File: src/hw/ram_model_defs.svh
`ifndef RAM_MODEL_DEFS_SVH
`define RAM_MODEL_DEFS_SVH

// ************************************************************
// Widths.
// ************************************************************

`define RM_ADDR_WIDTH       8
`define RM_DATA_WIDTH       32
`define RM_ID_WIDTH         4
`define RM_TIME_WIDTH       16

// ************************************************************
// Memory geometry and latency.
// ************************************************************

`define RM_MEM_DEPTH        256

// Unstalled cycles from request to response.
`define RM_R_DELAY          6
`define RM_W_DELAY          3

// Ticket queue and response FIFO depth.
`define RM_MAX_OUTSTANDING  8

`endif
File: src/hw/ram_model_pkg.sv
`default_nettype none

`include "ram_model_defs.svh"

package ram_model_pkg;

    typedef enum logic {
        RM_OP_READ  = 1'b0,
        RM_OP_WRITE = 1'b1
    } rm_op_e;

    // Request as sent by the DUT.
    typedef struct packed {
        rm_op_e                     op;
        logic [`RM_ID_WIDTH-1:0]    id;
        logic [`RM_ADDR_WIDTH-1:0]  addr;
        logic [`RM_DATA_WIDTH-1:0]  wdata;
    } rm_req_t;

    // Response back to the DUT, rdata is zero for writes.
    typedef struct packed {
        rm_op_e                     op;
        logic [`RM_ID_WIDTH-1:0]    id;
        logic [`RM_DATA_WIDTH-1:0]  rdata;
    } rm_rsp_t;

    // One entry of the timing queue.
    typedef struct packed {
        rm_op_e                     op;
        logic [`RM_ID_WIDTH-1:0]    id;
        logic [`RM_TIME_WIDTH-1:0]  due;
    } rm_ticket_t;

endpackage

`default_nettype wire

File: src/hw/req_fork.sv
`default_nettype none

`include "ram_model_defs.svh"

module req_fork (
    input  wire                         clk,
    input  wire                         rst_n,
    input  wire                         stall,

    input  wire                         req_valid,
    output logic                        req_ready,
    input  wire ram_model_pkg::rm_req_t req,

    output logic                        tim_valid,
    input  wire                         tim_ready,
    output ram_model_pkg::rm_req_t      tim_req,

    output logic                        dat_valid,
    input  wire                         dat_ready,
    output ram_model_pkg::rm_req_t      dat_req
);

    logic tim_done;
    logic dat_done;
    logic req_xfer;

    // Offer only to branches that have not taken this request yet.
    assign tim_valid = req_valid && !tim_done && !stall;
    assign dat_valid = req_valid && !dat_done && !stall;

    assign tim_req = req;
    assign dat_req = req;

    assign req_ready = req_valid && !stall &&
                       (tim_done || tim_ready) &&
                       (dat_done || dat_ready);

    assign req_xfer = req_valid && req_ready;

    always_ff @(posedge clk or negedge rst_n) begin
        if (!rst_n) begin
            tim_done <= 1'b0;
            dat_done <= 1'b0;
        end else if (req_xfer) begin
            tim_done <= 1'b0;
            dat_done <= 1'b0;
        end else begin
            if (tim_valid && tim_ready) begin
                tim_done <= 1'b1;
            end
            if (dat_valid && dat_ready) begin
                dat_done <= 1'b1;
            end
        end
    end

    // DUT holds its request until accepted.
    a_req_stable: assert property (@(posedge clk) disable iff (!rst_n)
        req_valid && !req_ready |=> req_valid && $stable(req));

endmodule

`default_nettype wire

File: config.mk
export PLATFORM = sky130hd
export DESIGN_NAME = req_fork
export DESIGN_NICKNAME = d
export VERILOG_FILES = /design/src/hw/ram_model_pkg.sv /design/src/hw/req_fork.sv
export VERILOG_INCLUDE_DIRS = /design/src /design/src/hw
export SDC_FILE = /design/constraint.sdc
export NUM_CORES = 1
export LEC_CHECK = 0
export ABC_AREA = 1
export BUFFER_PORTS_ARGS = -buffer_cell sky130_fd_sc_hd__buf_2
export CAP_MARGIN = 20
export CORE_ASPECT_RATIO = 2
export CORE_MARGIN = 2
export CORE_UTILIZATION = 27
export CTS_CLUSTER_DIAMETER = 200
export CTS_CLUSTER_SIZE = 8
export DETAILED_ROUTE_END_ITERATION = 8
export GPL_ROUTABILITY_DRIVEN = 0
export PLACE_DENSITY = 0.86
export SLEW_MARGIN = 40
export SYNTH_ARGS = -nofsm -noshare
export SYNTH_HDL_FRONTEND = slang
export SYNTH_SLANG_ARGS = --single-unit
File: constraint.sdc
create_clock -name clk -period 1.22 [get_ports clk]
set_clock_uncertainty 0.1 [all_clocks]
set_input_delay 0 -clock clk [delete_from_list [all_inputs] [get_ports clk]]
set_output_delay 0 -clock clk [all_outputs]
set_load 0.01 [all_outputs]
==> metrics.md <==
| Metric | Value |
|---|---|
| Post-Synthesis Cell Area | `between 800 and 900 um^2` |
| Antenna cells | `0` |
| Pwr/cell area | `904 nW/um^2` |
| CP max stage delay | `0.37 ns` |
| GR Util met2 | `0.221` |
| Number of I/O pins | `144` |
| Layout area overhead | `-11.8%` |
| Fmax | `between 0.8 and 0.9 GHz` |
| Largest area contributor in the netlist | `buf_4` |
| Status | `finished clean` |
| Max FO, Critical Path | `2` |
| WP data arrival | `1.02 ns` |
| Placed Instances | `61` |
| Distinct cells, synth | `9` |
| Worst skew pair latency | `0.21 ns` |
| Die Wd | `42.9 um` |
| Vias per cell | `4.39` |
| R2R cell count | `6` |
| Vias in the first global route | `roughly 480` |
| Total gr overflow | `0` |
| Total CTS buffers | `3` |
| First-pass DRT Iterations | `2` |
| Clock Tree Root | `clkbuf_8` |
| FF+latch count, synth | `2` |
| Final hold vios | `0` |
| Initial Util | `0.281` |
| Post-synth EDFFs | `0` |
| Most used cell, CP | `inv_1` |
| DRC viols | `0` |
| Iter 0 DRT Violations | `5` |
| Relative slew slack | `0.794` |
| Total Neg Setup Slack | `0 ns` |
| Share of layout cells above drive strength 1 | `0.175` |
| Core ar. | `2910 um^2` |
| Syn Nets | `164` |
| Met3 GRT Util | `0.0813` |
| Initial antenna violation count | `0` |
| Non-filler cells, final | `110` |
| HPWL after DPL | `1600 um` |
| Worst-Margin Slew | `0.308 ns` |
| H-tree Lvls | `1` |
| Leak Pwr | `0.000348 uW` |
| Register area share after synthesis | `0.0613` |
| Top-count cell post-synth | `buf_4` |
| Slew Limit Fails | `0` |
| Slowest cell on crit path | `dfrtp_1` |
| Final nets | `133` |
| Wire per inst | `18.6 um` |
| Post-CTS setup buffers | `0` |
| Synth top cells by count | `buf_4 (90), inv_1 (7), nand2_1 (6), nor2_1 (4), dfrtp_1 (2)` |
| Worst vdd ir | `0.000307 V` |
| Critical path class | `reg2out` |
| Clock Path Buffers | `2` |
| Async set-reset flop share out of synthesis | `1.00` |
| Crit. End Element | `primary output` |
| Hold Path Class | `in2async` |
| Critical path required time | `1.12 ns` |
| GRT Util Overall | `0.110` |
| Dominant cells by area after synthesis | `buf_4 (83%), dfrtp_1 (6.1%), inv_1 (3.2%), nand2_1 (2.8%), nor2_1 (1.8%)` |
| MaxCap Viol Count | `0` |
| Routed WL | `2040 um` |
| RSZ-0062 raised after global routing | `false` |
| Post-route core utilization | `0.247` |
| Top-area cell type share of the netlist area | `0.828` |
| Final Cycle Share | `0.920` |
| Port-buffer cells | `8` |
| Synth warnings | `0` |
| Tmin final | `1.12 ns` |
| Vias | `between 400 and 500` |
| Post-route ant nets | `0` |
| CP Launch Type | `register` |
| Global-route wire length before repair | `2500 um` |
| Clk sinks | `2` |
| Cell Rows | `28` |
| Syn_area_per_cell | `roughly 7.2 um^2` |
| Met1 usage | `0.0525` |
| CP Cell Sequence | `inv_1 -> nand2_1 -> nand3_1 -> inv_1 -> buf_2` |
| Chip height | `81.7 um` |
| Clock slew at reported path FFs | `0.03 ns` |
| Die area | `3500 um^2` |
| Top FF cell, synth | `dfrtp_1` |
| Synth Instances | `113` |
| Largest net degree at the start of global routing | `4` |
| Most used routing layer | `met2` |
| Final setup viols | `0` |
| CTS tree | `built` |
[worst max-delay path, delay by kind of cell, from the launching register on]
family	cells	cell delay, ns
DFF	1	0.37
buffers and inverters	3	0.26
and+or+nand+nor	2	0.18
[flip-flops by register name (all words and copies together) (netlist names)]
signal / count
dat_done: 1
tim_done: 1
[metal layers]
layer / part of all wire / vias to the layer above / wire, um
met1: 0.18 / 176 / 373
met4: 0.035 / 0 / 72
met5: 0 / - / 0
li1: - / 181 / -
met2: 0.55 / 118 / 1110
met3: 0.24 / 8 / 483
[kinds of logic after synthesis]
kind of cell | share of synthesized area
flops | 0.0614
simple gates | 0.0736
buf+inv | 0.865
[cells in the final DEF, fill, tap and decap left out, drive strengths merged]
cell / synthesis / final
nand2: 7 / 7
nand3: 1 / 1
dfrtp: 2 / 2
inv: 8 / 8
clkbuf: 0 / 3
buf: 90 / 8
nor2: 5 / 5
dlygate4sd3: 0 / 46
[cell type report]
class / count / area, um^2
clock buffer: 3 / 41.3
fill: 299 / 2190
inverter: 8 / 30.0
multi-input combinational: 13 / 60.1
sequential: 2 / 50.0
tap: 30 / 37.5
timing repair buffer: 54 / 500
[repair_timing]
| item | 4_1_cts | 5_1_grt |
|---|---|---|
| hold buffers | 46 | 0 |
| resized for setup | 0 | 0 |
| hold endpoints to repair | 92 | 0 |
| setup endpoints to repair | 0 | 0 |
[where the power goes]
group | internal, uW | leakage, uW | switching, uW
sequential | 77.4 | 0.0000243 | 6.26
combinational | 126 | 0.000302 | 180
clock | 209 | 0.0000216 | 52.6
[final timing paths]
kind / startpoint / to / slack (ns)
worst max-delay path: tim_done / req_ready / 0.1
worst min-delay path: rst_n / dat_done / 0.007
worst max register to register: tim_done / tim_done / 0.29
worst min register to register: dat_done / dat_done / 0.44
max in group asynchronous: rst_n / tim_done / 0.91
min in group clk: dat_ready / dat_done / 0.01
[per-stage QoR]
step | power, uW | area [um^2] | hold WS [ns] | worst slack (ns)
after floorplan | 425 | 816 | -0.396 | 0.349
after global placement | 144 | 218 | -0.310 | 0.298
after detailed placement | 147 | 218 | -0.305 | 0.286
after CTS | 664 | 719 | 0.0134 | 0.0819
after global routing | 694 | 719 | 0.0243 | 0.0130
final | 651 | 719 | 0.00710 | 0.0978
No activity file was read; power rests on OpenSTA's default activity.
